==> config.mk <==
export PLATFORM = sky130hd
export DESIGN_NAME = inquiry_scan_ctrl
export DESIGN_NICKNAME = d
export VERILOG_FILES = /design/src/design/lc_pkg.sv /design/src/design/resp_timer_if.sv /design/src/design/scan_window_gen.sv /design/src/design/slot_timers.sv /design/src/design/inquiry_scan_fsm.sv /design/src/design/inquiry_scan_ctrl.sv
export VERILOG_INCLUDE_DIRS = /design/src /design/src/design
export SDC_FILE = /design/constraint.sdc
export NUM_CORES = 1
export LEC_CHECK = 0
export BUFFER_PORTS_ARGS = -buffer_cell sky130_fd_sc_hd__buf_2
export CELL_PAD_IN_SITES_DETAIL_PLACEMENT = 1
export CELL_PAD_IN_SITES_GLOBAL_PLACEMENT = 1
export CORE_MARGIN = 8
export CORE_UTILIZATION = 39
export DETAILED_ROUTE_END_ITERATION = 6
export GPL_TIMING_DRIVEN = 0
export PLACE_DENSITY_LB_ADDON = 0.1
export SLEW_MARGIN = 5
export SYNTH_ARGS = -nofsm -noshare
export SYNTH_HDL_FRONTEND = slang
export SYNTH_SLANG_ARGS = --single-unit
==> constraint.sdc <==
create_clock -name clk_6M -period 2.8 [get_ports clk_6M]
set_clock_uncertainty 0.1 [all_clocks]
set_input_delay 0.56 -clock clk_6M [delete_from_list [all_inputs] [get_ports clk_6M]]
set_output_delay 0.56 -clock clk_6M [all_outputs]
set_load 0.01 [all_outputs]
==> src/design/lc_params.svh <==
/* link controller constants
   slot lengths in microseconds and counter widths */
`ifndef LC_PARAMS_SVH
`define LC_PARAMS_SVH

//////////////////////////////////////////////////
// slot timing, in 1us ticks
//////////////////////////////////////////////////
`define LC_SLOT_END    11'd624   // last count of one slot
`define LC_DSLOT_END   11'd1249  // last count of two slots

//////////////////////////////////////////////////
// counter widths
//////////////////////////////////////////////////
`define LC_US_CNT_W    11
`define LC_SLOT_CNT_W  16  // interval and window, in slots
`define LC_RAND_W      10
`define LC_FHS_CNT_W   5

`endif

==> src/design/lc_pkg.sv <==
/* link controller types
   inquiry-scan state encoding and counter types */
`include "lc_params.svh"

package lc_pkg;

  // inquiry-scan responder states
  typedef enum logic [2:0]
  {
    IS_STANDBY = 3'd0,
    IS_SCAN    = 3'd1,
    IS_TX_FHS  = 3'd2,  // first response slot pair
    IS_TX_EIR  = 3'd3,  // extended inquiry response slot
    IS_RAND    = 3'd4   // random backoff
  } is_state_e;

  typedef logic [`LC_SLOT_CNT_W-1:0] slot_cnt_t;
  typedef logic [`LC_US_CNT_W-1:0]   us_cnt_t;
  typedef logic [`LC_RAND_W-1:0]     rand_t;
  typedef logic [`LC_FHS_CNT_W-1:0]  fhs_cnt_t;

endpackage

==> src/design/resp_timer_if.sv <==
/* response timer interface
   run and clear levels from the FSM, end strobes from the timers */
`timescale 1ns/10ps

interface resp_timer_if;

  logic resp_run;      // response slot counter runs
  logic resp_clear;    // restart the response slot count
  logic backoff_run;   // backoff counter runs, held at 0 when low
  logic slot_endp;     // one slot done
  logic dslot_endp;    // two slots done
  logic backoff_endp;  // backoff reached max_rand

  modport ctrl
  (
    output resp_run, resp_clear, backoff_run,
    input  slot_endp, dslot_endp, backoff_endp
  );

  modport timer
  (
    input  resp_run, resp_clear, backoff_run,
    output slot_endp, dslot_endp, backoff_endp
  );

endinterface

==> src/design/scan_window_gen.sv <==
/* inquiry-scan window generator
   enable latch, slot counter modulo the scan interval,
   listen window and window-end strobe */
`timescale 1ns/10ps

module scan_window_gen
(
  input  logic              clk_6M,
  input  logic              rstz,
  input  logic              tslot_p,
  input  logic              scan_enable_p,
  input  logic              scan_cancel_p,
  input  lc_pkg::slot_cnt_t t_interval,
  input  lc_pkg::slot_cnt_t t_window,
  output logic              scan_window,
  output logic              window_endp
);

  logic              scan_en;    // set by enable strobe
  logic              scan_run;   // counting slots
  lc_pkg::slot_cnt_t slot_cnt;
  logic              window_d1;

  always_ff @(posedge clk_6M or negedge rstz)
  begin
    if (!rstz)
      scan_en <= 1'b0;
    else if (scan_cancel_p)  // cancel wins over enable
      scan_en <= 1'b0;
    else if (scan_enable_p)
      scan_en <= 1'b1;
  end

  // slot counting starts at the first slot boundary after enable
  always_ff @(posedge clk_6M or negedge rstz)
  begin
    if (!rstz)
      scan_run <= 1'b0;
    else if (scan_cancel_p)
      scan_run <= 1'b0;
    else if (tslot_p && scan_en)
      scan_run <= 1'b1;
  end

  always_ff @(posedge clk_6M or negedge rstz)
  begin
    if (!rstz)
      slot_cnt <= '0;
    else if (tslot_p)
    begin
      if (!scan_run)
        slot_cnt <= '0;  // slot 0 of the first interval
      else if (slot_cnt == t_interval - 16'd1)
        slot_cnt <= '0;  // wrap at end of interval
      else
        slot_cnt <= slot_cnt + 16'd1;
    end
  end

  assign scan_window = scan_run & (slot_cnt < t_window);

  //////////////////////////////////////////////////
  // falling edge of the window
  //////////////////////////////////////////////////
  always_ff @(posedge clk_6M or negedge rstz)
  begin
    if (!rstz)
      window_d1 <= 1'b0;
    else
      window_d1 <= scan_window;
  end

  assign window_endp = window_d1 & ~scan_window;

endmodule

==> src/design/slot_timers.sv <==
/* response and backoff timers
   1us slot counter for the tx slots, random backoff counter */
`timescale 1ns/10ps
`include "lc_params.svh"

module slot_timers
(
  input  logic          clk_6M,
  input  logic          rstz,
  input  logic          p_1us,
  input  lc_pkg::rand_t max_rand,
  resp_timer_if.timer   tmr
);

  lc_pkg::us_cnt_t us_cnt;       // ticks into the current tx slot
  lc_pkg::rand_t   backoff_cnt;

  //////////////////////////////////////////////////
  // response slot counter
  //////////////////////////////////////////////////
  always_ff @(posedge clk_6M or negedge rstz)
  begin
    if (!rstz)
      us_cnt <= '0;
    else if (tmr.resp_clear)  // restart wins over counting
      us_cnt <= '0;
    else if (tmr.resp_run && p_1us)
      us_cnt <= us_cnt + 11'd1;
  end

  // strobes fire on the tick that finds the end count
  assign tmr.slot_endp  = p_1us & tmr.resp_run & (us_cnt == `LC_SLOT_END);
  assign tmr.dslot_endp = p_1us & tmr.resp_run & (us_cnt == `LC_DSLOT_END);

  //////////////////////////////////////////////////
  // random backoff
  //////////////////////////////////////////////////
  always_ff @(posedge clk_6M or negedge rstz)
  begin
    if (!rstz)
      backoff_cnt <= '0;
    else if (!tmr.backoff_run)
      backoff_cnt <= '0;  // idle at zero
    else if (p_1us)
      backoff_cnt <= backoff_cnt + 10'd1;
  end

  assign tmr.backoff_endp = p_1us & tmr.backoff_run & (backoff_cnt == max_rand);

endmodule

==> src/design/inquiry_scan_fsm.sv <==
/* inquiry-scan state machine
   listen, FHS and EIR response, random backoff,
   tx start strobe and finished-response counter */
`timescale 1ns/10ps

module inquiry_scan_fsm
(
  input  logic             clk_6M,
  input  logic             rstz,
  input  logic             p_1us,
  input  logic             scan_window,
  input  logic             corre_hit,
  input  logic             eir_en,
  resp_timer_if.ctrl       tmr,
  output logic             inq_scan,
  output logic             inq_resp,
  output logic             tx_start_p,
  output lc_pkg::fhs_cnt_t fhs_count
);

  lc_pkg::is_state_e state;
  lc_pkg::is_state_e state_nxt;
  logic              hit_ok;   // accepted correlator hit
  logic              eir_go;   // start of the EIR slot

  //////////////////////////////////////////////////
  // state register, moves on 1us ticks only
  //////////////////////////////////////////////////
  always_ff @(posedge clk_6M or negedge rstz)
  begin
    if (!rstz)
      state <= lc_pkg::IS_STANDBY;
    else if (p_1us)
      state <= state_nxt;
  end

  always_comb
  begin
    state_nxt = state;
    case (state)
      lc_pkg::IS_STANDBY:
      begin
        if (scan_window)
          state_nxt = lc_pkg::IS_SCAN;
      end
      lc_pkg::IS_SCAN:
      begin
        if (!scan_window)
          state_nxt = lc_pkg::IS_STANDBY;
        else if (corre_hit)
          state_nxt = lc_pkg::IS_TX_FHS;
      end
      lc_pkg::IS_TX_FHS:
      begin
        if (eir_en && tmr.dslot_endp)
          state_nxt = lc_pkg::IS_TX_EIR;
        else if (!eir_en && tmr.slot_endp)
          state_nxt = lc_pkg::IS_RAND;
      end
      lc_pkg::IS_TX_EIR:
      begin
        if (tmr.slot_endp)
          state_nxt = lc_pkg::IS_RAND;
      end
      lc_pkg::IS_RAND:
      begin
        if (tmr.backoff_endp)
          state_nxt = lc_pkg::IS_STANDBY;
      end
      default:
        state_nxt = lc_pkg::IS_STANDBY;
    endcase
  end

  //////////////////////////////////////////////////
  // tx start and timer control
  //////////////////////////////////////////////////
  assign hit_ok = p_1us & corre_hit & scan_window & (state == lc_pkg::IS_SCAN);
  assign eir_go = eir_en & tmr.dslot_endp & (state == lc_pkg::IS_TX_FHS);

  assign tx_start_p     = hit_ok | eir_go;
  assign tmr.resp_clear = hit_ok | eir_go;  // each tx slot counts from 0

  assign tmr.resp_run    = (state == lc_pkg::IS_TX_FHS) | (state == lc_pkg::IS_TX_EIR);
  assign tmr.backoff_run = (state == lc_pkg::IS_RAND);

  // listening only while the window is open
  assign inq_scan = (state == lc_pkg::IS_SCAN) & scan_window;
  assign inq_resp = tmr.resp_run;

  // one count per finished response, on entry to backoff
  always_ff @(posedge clk_6M or negedge rstz)
  begin
    if (!rstz)
      fhs_count <= '0;
    else if (p_1us && state_nxt == lc_pkg::IS_RAND && state != lc_pkg::IS_RAND)
      fhs_count <= fhs_count + 5'd1;
  end

endmodule

==> src/design/inquiry_scan_ctrl.sv <==
/* inquiry-scan responder top level
   window generator, state machine and slot timers */
`timescale 1ns/10ps

module inquiry_scan_ctrl
(
  input  logic              clk_6M,
  input  logic              rstz,
  input  logic              p_1us,
  input  logic              tslot_p,
  input  logic              scan_enable_p,
  input  logic              scan_cancel_p,
  input  lc_pkg::slot_cnt_t t_interval,
  input  lc_pkg::slot_cnt_t t_window,
  input  logic              eir_en,
  input  lc_pkg::rand_t     max_rand,
  input  logic              corre_hit,
  output logic              scan_window,
  output logic              window_endp,
  output logic              inq_scan,
  output logic              inq_resp,
  output logic              tx_start_p,
  output lc_pkg::fhs_cnt_t  fhs_count
);

  resp_timer_if tmr_if();  // FSM to timers

  scan_window_gen scan_window_gen_i
  (
    .clk_6M        (clk_6M       ),
    .rstz          (rstz         ),
    .tslot_p       (tslot_p      ),
    .scan_enable_p (scan_enable_p),
    .scan_cancel_p (scan_cancel_p),
    .t_interval    (t_interval   ),
    .t_window      (t_window     ),
    .scan_window   (scan_window  ),
    .window_endp   (window_endp  )
  );

  inquiry_scan_fsm inquiry_scan_fsm_i
  (
    .clk_6M      (clk_6M     ),
    .rstz        (rstz       ),
    .p_1us       (p_1us      ),
    .scan_window (scan_window),
    .corre_hit   (corre_hit  ),
    .eir_en      (eir_en     ),
    .tmr         (tmr_if.ctrl),
    .inq_scan    (inq_scan   ),
    .inq_resp    (inq_resp   ),
    .tx_start_p  (tx_start_p ),
    .fhs_count   (fhs_count  )
  );

  slot_timers slot_timers_i
  (
    .clk_6M   (clk_6M      ),
    .rstz     (rstz        ),
    .p_1us    (p_1us       ),
    .max_rand (max_rand    ),
    .tmr      (tmr_if.timer)
  );

endmodule

======== Yosys cells after proc, flatten, opt, wreduce, memory -nomap -nowiden ========
Index checks and enable logic that the tools add are counted.
storage, ports and cells
  bits in registers ....................... 48
  input port bits ......................... 50
  output and inout bits ................... 10
  logic and storage cells ................. 70
cells by class
  $add $sub $neg .......................... 5
  order comparisons ....................... 1
  eq/ne operators ......................... 11
  mux-type cells .......................... 18
  bitwise operators ....................... 16
  reduce and logical (&&, ||, !) cells .... 11
operators by type and width
  cell                                                number
  2-to-1 mux 16 bit                                   2
  2-to-1 mux 11 bit                                   2
  2-to-1 mux 3 bit                                    7
  2-to-1 mux 10 bit                                   2
  adder 16 x 1 -> 16 bit, second input constant       1
  == test 16 bit                                      1
  < comparator 16 bit                                 1
  subtractor 16 x 1 -> 16 bit, second input constant  1
  one-hot mux 3 bit (5 select lines)                  1
  bitwise AND 1 bit                                   13
  adder 11 x 1 -> 11 bit, second input constant       1
  == test 11 x 10 -> 1 bit, second input constant     1
  == test 11 bit, second input constant               1
  adder 10 x 1 -> 10 bit, second input constant       1
  == test 10 bit                                      1
  == test 3 x 2 -> 1 bit, second input constant       2
  == test 3 bit, second input constant                2
  logical AND 1 bit                                   6
  nonzero test 2 bit                                  3
  adder 5 x 1 -> 5 bit, second input constant         1
  2-to-1 mux 1 bit                                    4
  == test 3 x 1 -> 1 bit, second input constant       1
  zero test 3 bit                                     1
  inequality test 3 bit, second input constant        1
  4 further kinds                                     5

======== Logic depth before layout (Yosys ltp) ========
  depth after elaboration ................. 11
  gate-level depth with buffers ........... 11

======== Modules after synthesis ========
A second synthesis with hierarchy kept.
unflattened totals
  cell total of the unflattened synthesis .. 406
  area, all modules ....................... 3575.9 um^2
by module, submodules not included
  module            instances  cells an instance  area each (um^2)  sequential area each (um^2)
  scan_window_gen   1          224                1846.8            475.5
  slot_timers       1          131                1234.9            525.5
  inquiry_scan_fsm  1          51                 494.2             200.2

======== Worst setup path after synthesis ========
Ideal clock, no wire load.
  path kind ............................... input to register
  from .................................... in t_interval[4]
  to ...................................... reg scan_window_gen_i.slot_cnt[5]
  data arrival time ....................... 2846 ps
  data required time ...................... 2596 ps
  setup slack ............................. -249 ps
  stages on the path ...................... 9
  buffers on the path ..................... 1
  path through ............................ buf_2 > or4_4 > or3_4 > nor4_4 > xnor2_1 > nor4_4 > a41oi_4 > nand2_2 > o311ai_1
on the way
  cells in the longest elaborated chain, start to end .. 4
ends and longest elaborated chain
  what                         RTL line                 text
  start, declared              inquiry_scan_ctrl.sv:13  input lc_pkg::slot_cnt_t t_interval,
  subtractor 16 x 1 -> 16 bit  scan_window_gen.sv:53    else if (slot_cnt == t_interval - 16'd1)
  == test 16 bit               scan_window_gen.sv:53
  2-to-1 mux 16 bit            scan_window_gen.sv:53
  2-to-1 mux 16 bit            scan_window_gen.sv:51    if (!scan_run)
  end signal, assigned         scan_window_gen.sv:56    slot_cnt <= slot_cnt + 16'd1;
  end, declared                scan_window_gen.sv:21    lc_pkg::slot_cnt_t slot_cnt;
No other way between the ends.
A chain may end at the register's enable or synchronous reset.

======== Worst setup path after layout ========
  from .................................... reg scan_window_gen_i.slot_cnt[7]
  to ...................................... out tx_start_p
on the way
  cells in the longest elaborated chain, start to end .. 5
ends and longest elaborated chain
  what                            RTL line                 text
  < comparator 16 bit             scan_window_gen.sv:60    assign scan_window = scan_run & (slot_cnt < t_window);
  bitwise AND 1 bit               scan_window_gen.sv:60
  bitwise AND 1 bit (2 in a row)  inquiry_scan_fsm.sv:78   assign hit_ok = p_1us & corre_hit & scan_window & (state == lc_pkg::IS_SCAN);
  OR 1 bit                        inquiry_scan_fsm.sv:81   assign tx_start_p = hit_ok | eir_go;
  end, declared                   inquiry_scan_ctrl.sv:22  output logic tx_start_p,
No other way between the ends.

==> impl_metrics.csv <==
group,metric,value,unit
power_and_ir_drop,p_comb_share,20.9,%
die,core-area,0.00872,mm^2
yosys,synth_commonest_cells,"dfrtp_1, nor2_1, xnor2_1, inv_1, nand2_1",
die,rows,34,
die,die_height,111,um
yosys,ys_warn_count,0,
clock_network,clk_pin_slew,100,ps
power_and_ir_drop,p_sw_share,30.8,%
placed_design,routabilityCongestion,0.769,
final_layout,drive_above_1_share,34.4,%
setup_path,max_stage_delay,560,ps
status,outcome,"finished, violations left",
global_routing,overflow,0,
die,die_w,111,um
final_layout,multi_input_comb_area,0.00258,mm^2
yosys,syn_nets,475,
clock_network,hold_buffers,0,
yosys,synth_top_cell_area_share,34.2,%
yosys,synth_largest_area_cell,"dfrtp_1",
timing,holdWs,304,ps
timing,period_needed,3220,ps
setup_path,arrival,2560,ps
placed_design,port_buffers,58,
yosys,syn-mean-instance-area,8.70,um^2
timing,finalWorstSetupSlack,-420,ps
power_and_ir_drop,pwr-share-clk,32.5,%
yosys,yosysMostFrequentCell,"dfrtp_1",
yosys,seq_area_frac_synth,34.2,%
global_routing,groute.usage.overall,17.3,%
setup_path,crit_path_end_kind,"output port",
clock_network,cts_tree,"yes",
routing,avgRoutedWirePerCell,17.9,um
yosys,synthesis.area,0.00351,mm^2
yosys,synth_async_sr_flop_share,100,%
timing,rsz0062_at_grt,"yes",
yosys,ys_seq_elements,48,
status,violations,"setup timing",
routing,vias,3266,
routing,via_per_inst,5.43,
timing,setup_viol,21,
setup_path,cp_common_cell,"or4_4",
clock_network,cts_made_buffers,5,
yosys,synth.area.top_cells,"dfrtp_1, xnor2_1, ha_1",
timing,tightest_slew,1130,ps
clock_network,clkLatencyLatePin,310,ps
setup_path,critPathKind,"reg2out",
power_and_ir_drop,intPower,0.00120,W
die,initial_core_util,40.2,%
final_layout,diodes,0,
yosys,ys_types,52,
die,dieArea,0.0123,mm^2
routing,drtPass1Iterations,4,
routing,ant_nets,0,
power_and_ir_drop,power.switching,0.000533,W
final_layout,final_cell_area,0.00478,mm^2
final_layout,final_net_count,565,
placed_design,hpwl,7320,um
global_routing,grt_max_degree,49,
timing,maxSlewViolCount,0,
die,ios,60,
timing,relSlewSlack,24.5,%
routing,routed_wl,10800,um
setup_path,crit_chain,"ha_4 -> and3_4 -> nand2_2 -> or4_4 -> a211oi_2 -> buf_4 -> or4_4 -> nand2_8 -> buf_6",
flow_run,drv_cap,0,
routing,drtIter0Drc,106,
global_routing,grt_pass1_wl,18000,um
yosys,synth_top_flop_cell,"dfrtp_1",
final_layout,seqCellArea,0.00121,mm^2
clock_network,cts-root-buf,"clkbuf_8",
clock_network,clock_sinks,48,
power_and_ir_drop,ir_drop,253,uV
yosys,syn_inst,403,
yosys,synth_edf_count,0,
global_routing,grt_pass1_vias,3674,
placed_design,dpl_cell_area,0.00402,mm^2
power_and_ir_drop,leakage,2.07,nW
timing,min_period_over_period,115,%
setup_path,crit_required,2140,ps
routing,drc,0,
clock_network,clock_path_buffers,2,
power_and_ir_drop,pwr-share-seq,46.7,%
clock_network,cts_max_level,2,
hold_path,hold_path_class,"in2reg",
final_layout,fillers,1009,
final_layout,area_delta_synth_final,36.2,%
timing,clock.fmax,311,MHz
placed_design,place_ws,-641,ps
global_routing,grt_antenna_before_repair,0,
setup_path,cp-start-kind,"register",
setup_path,cp_slowest_cell,"or4_4",
timing,hold_viol_final,0,
power_and_ir_drop,power_density,363,mW/mm^2
setup_path,worstPathMaxFanout,2,
-- cell families after synthesis --
logic type	count (synthesis)	synth area share, %
XOR/XNOR	54	13.5
flip-flops	48	34.2
multiplexers	4	1.18
adder cells (fa/ha/maj)	22	7.85
AO/OA/AOI/OAI	62	12.1
buffers and inverters	43	4.85
AND/OR/NAND/NOR	170	26.3
-- what timing repair did --
action | 4_1_cts | 5_1_grt
resized for setup | 72 | 22
pin swaps | 41 | 16
buffers inserted | 18 | 8
setup endpoints to repair | 26 | 26
gates cloned | 2 | 0
-- worst paths after layout --
kind	start	end	slack, ps	depth (start not counted)
min reg2reg	inquiry_scan_fsm_i.fhs_count[4]	inquiry_scan_fsm_i.fhs_count[4]	370	1
max	scan_window_gen_i.slot_cnt[7]	tx_start_p	-420	9
max reg2reg	scan_window_gen_i.slot_cnt[6]	slot_timers_i.us_cnt[10]	-130	10
min	scan_cancel_p	scan_window_gen_i.scan_run	300	2
max in group asynchronous	rstz	scan_window_gen_i.slot_cnt[1]	1470	1
min in group asynchronous	rstz	scan_window_gen_i.slot_cnt[10]	360	1
-- worst max-delay path: cells and delay by family, from the launching register on --
| kind | cells | cell delay (ps) |
|---|---|---|
| fa+ha+maj | 1 | 270 |
| buf+inv | 2 | 270 |
| compound gates | 1 | 240 |
| flops | 1 | 450 |
| simple gates | 5 | 1030 |
-- per-stage QoR --
step                      util (%)  setup TNS (ps)  power (W)  std cells
after global placement        46.1          -12330    0.00111        569
after floorplan                  -           -2060   0.000999        403
final                         54.8           -2230    0.00173        602
after detailed placement      46.1          -12320    0.00112        569
after global routing          54.8           -4540    0.00183        602
after CTS                     53.1           -3110    0.00172        596
-- metal layers --
| layer | global-route usage [%] | vias up | wire length [um] |
|---|---|---|---|
| li1 | - | 1599 | - |
| met1 | 21.9 | 1626 | 4990 |
| met2 | 30.1 | 37 | 5470 |
| met3 | 2.81 | 4 | 259 |
| met4 | 3.60 | 0 | 48 |
| met5 | 0 | - | 0 |
-- power groups by stage --
stage	Clock (W)	Sequential, W	Combinational [W]
floorplan	0	0.000802	0.000196
global placement	0	0.000819	0.000289
detailed placement	0	0.000821	0.000302
CTS	0.000566	0.000808	0.000345
global route	0.000608	0.000820	0.000406
finish	0.000563	0.000809	0.000362
-- area by class of cell --
| cell class | instances | share of cell area [%] |
|---|---|---|
| plain buffers | 10 | 1.28 |
| clock buffers | 6 | 1.73 |
| clock inverters | 2 | 0.812 |
| inverters | 31 | 2.44 |
| multi-input cells | 313 | 54.1 |
| flip-flops and latches | 48 | 25.3 |
| well taps | 108 | 2.83 |
| repair buffers | 84 | 11.5 |
-- flip-flops by register name (all words and copies together) (netlist names) --
signal,count
scan_window_gen_i.slot_cnt,16
slot_timers_i.us_cnt,11
slot_timers_i.backoff_cnt,10
inquiry_scan_fsm_i.fhs_count,5
inquiry_scan_fsm_i.state,3
scan_window_gen_i.scan_en,1
scan_window_gen_i.scan_run,1
scan_window_gen_i.window_d1,1
-- placed cells by master, fill, tap and decap left out, types with 9 or more instances in the layout --
| master | n |
|---|---|
| and3_1 | 14 |
| buf_2 | 54 |
| buf_4 | 17 |
| buf_6 | 13 |
| dfrtp_1 | 41 |
| ha_1 | 17 |
| inv_1 | 29 |
| nand2_1 | 21 |
| nand2b_1 | 9 |
| nand3_1 | 17 |
| nand4_1 | 17 |
| nor2_1 | 44 |
| xnor2_1 | 34 |
| xor2_1 | 17 |
(Power assumes the default switching activity.)
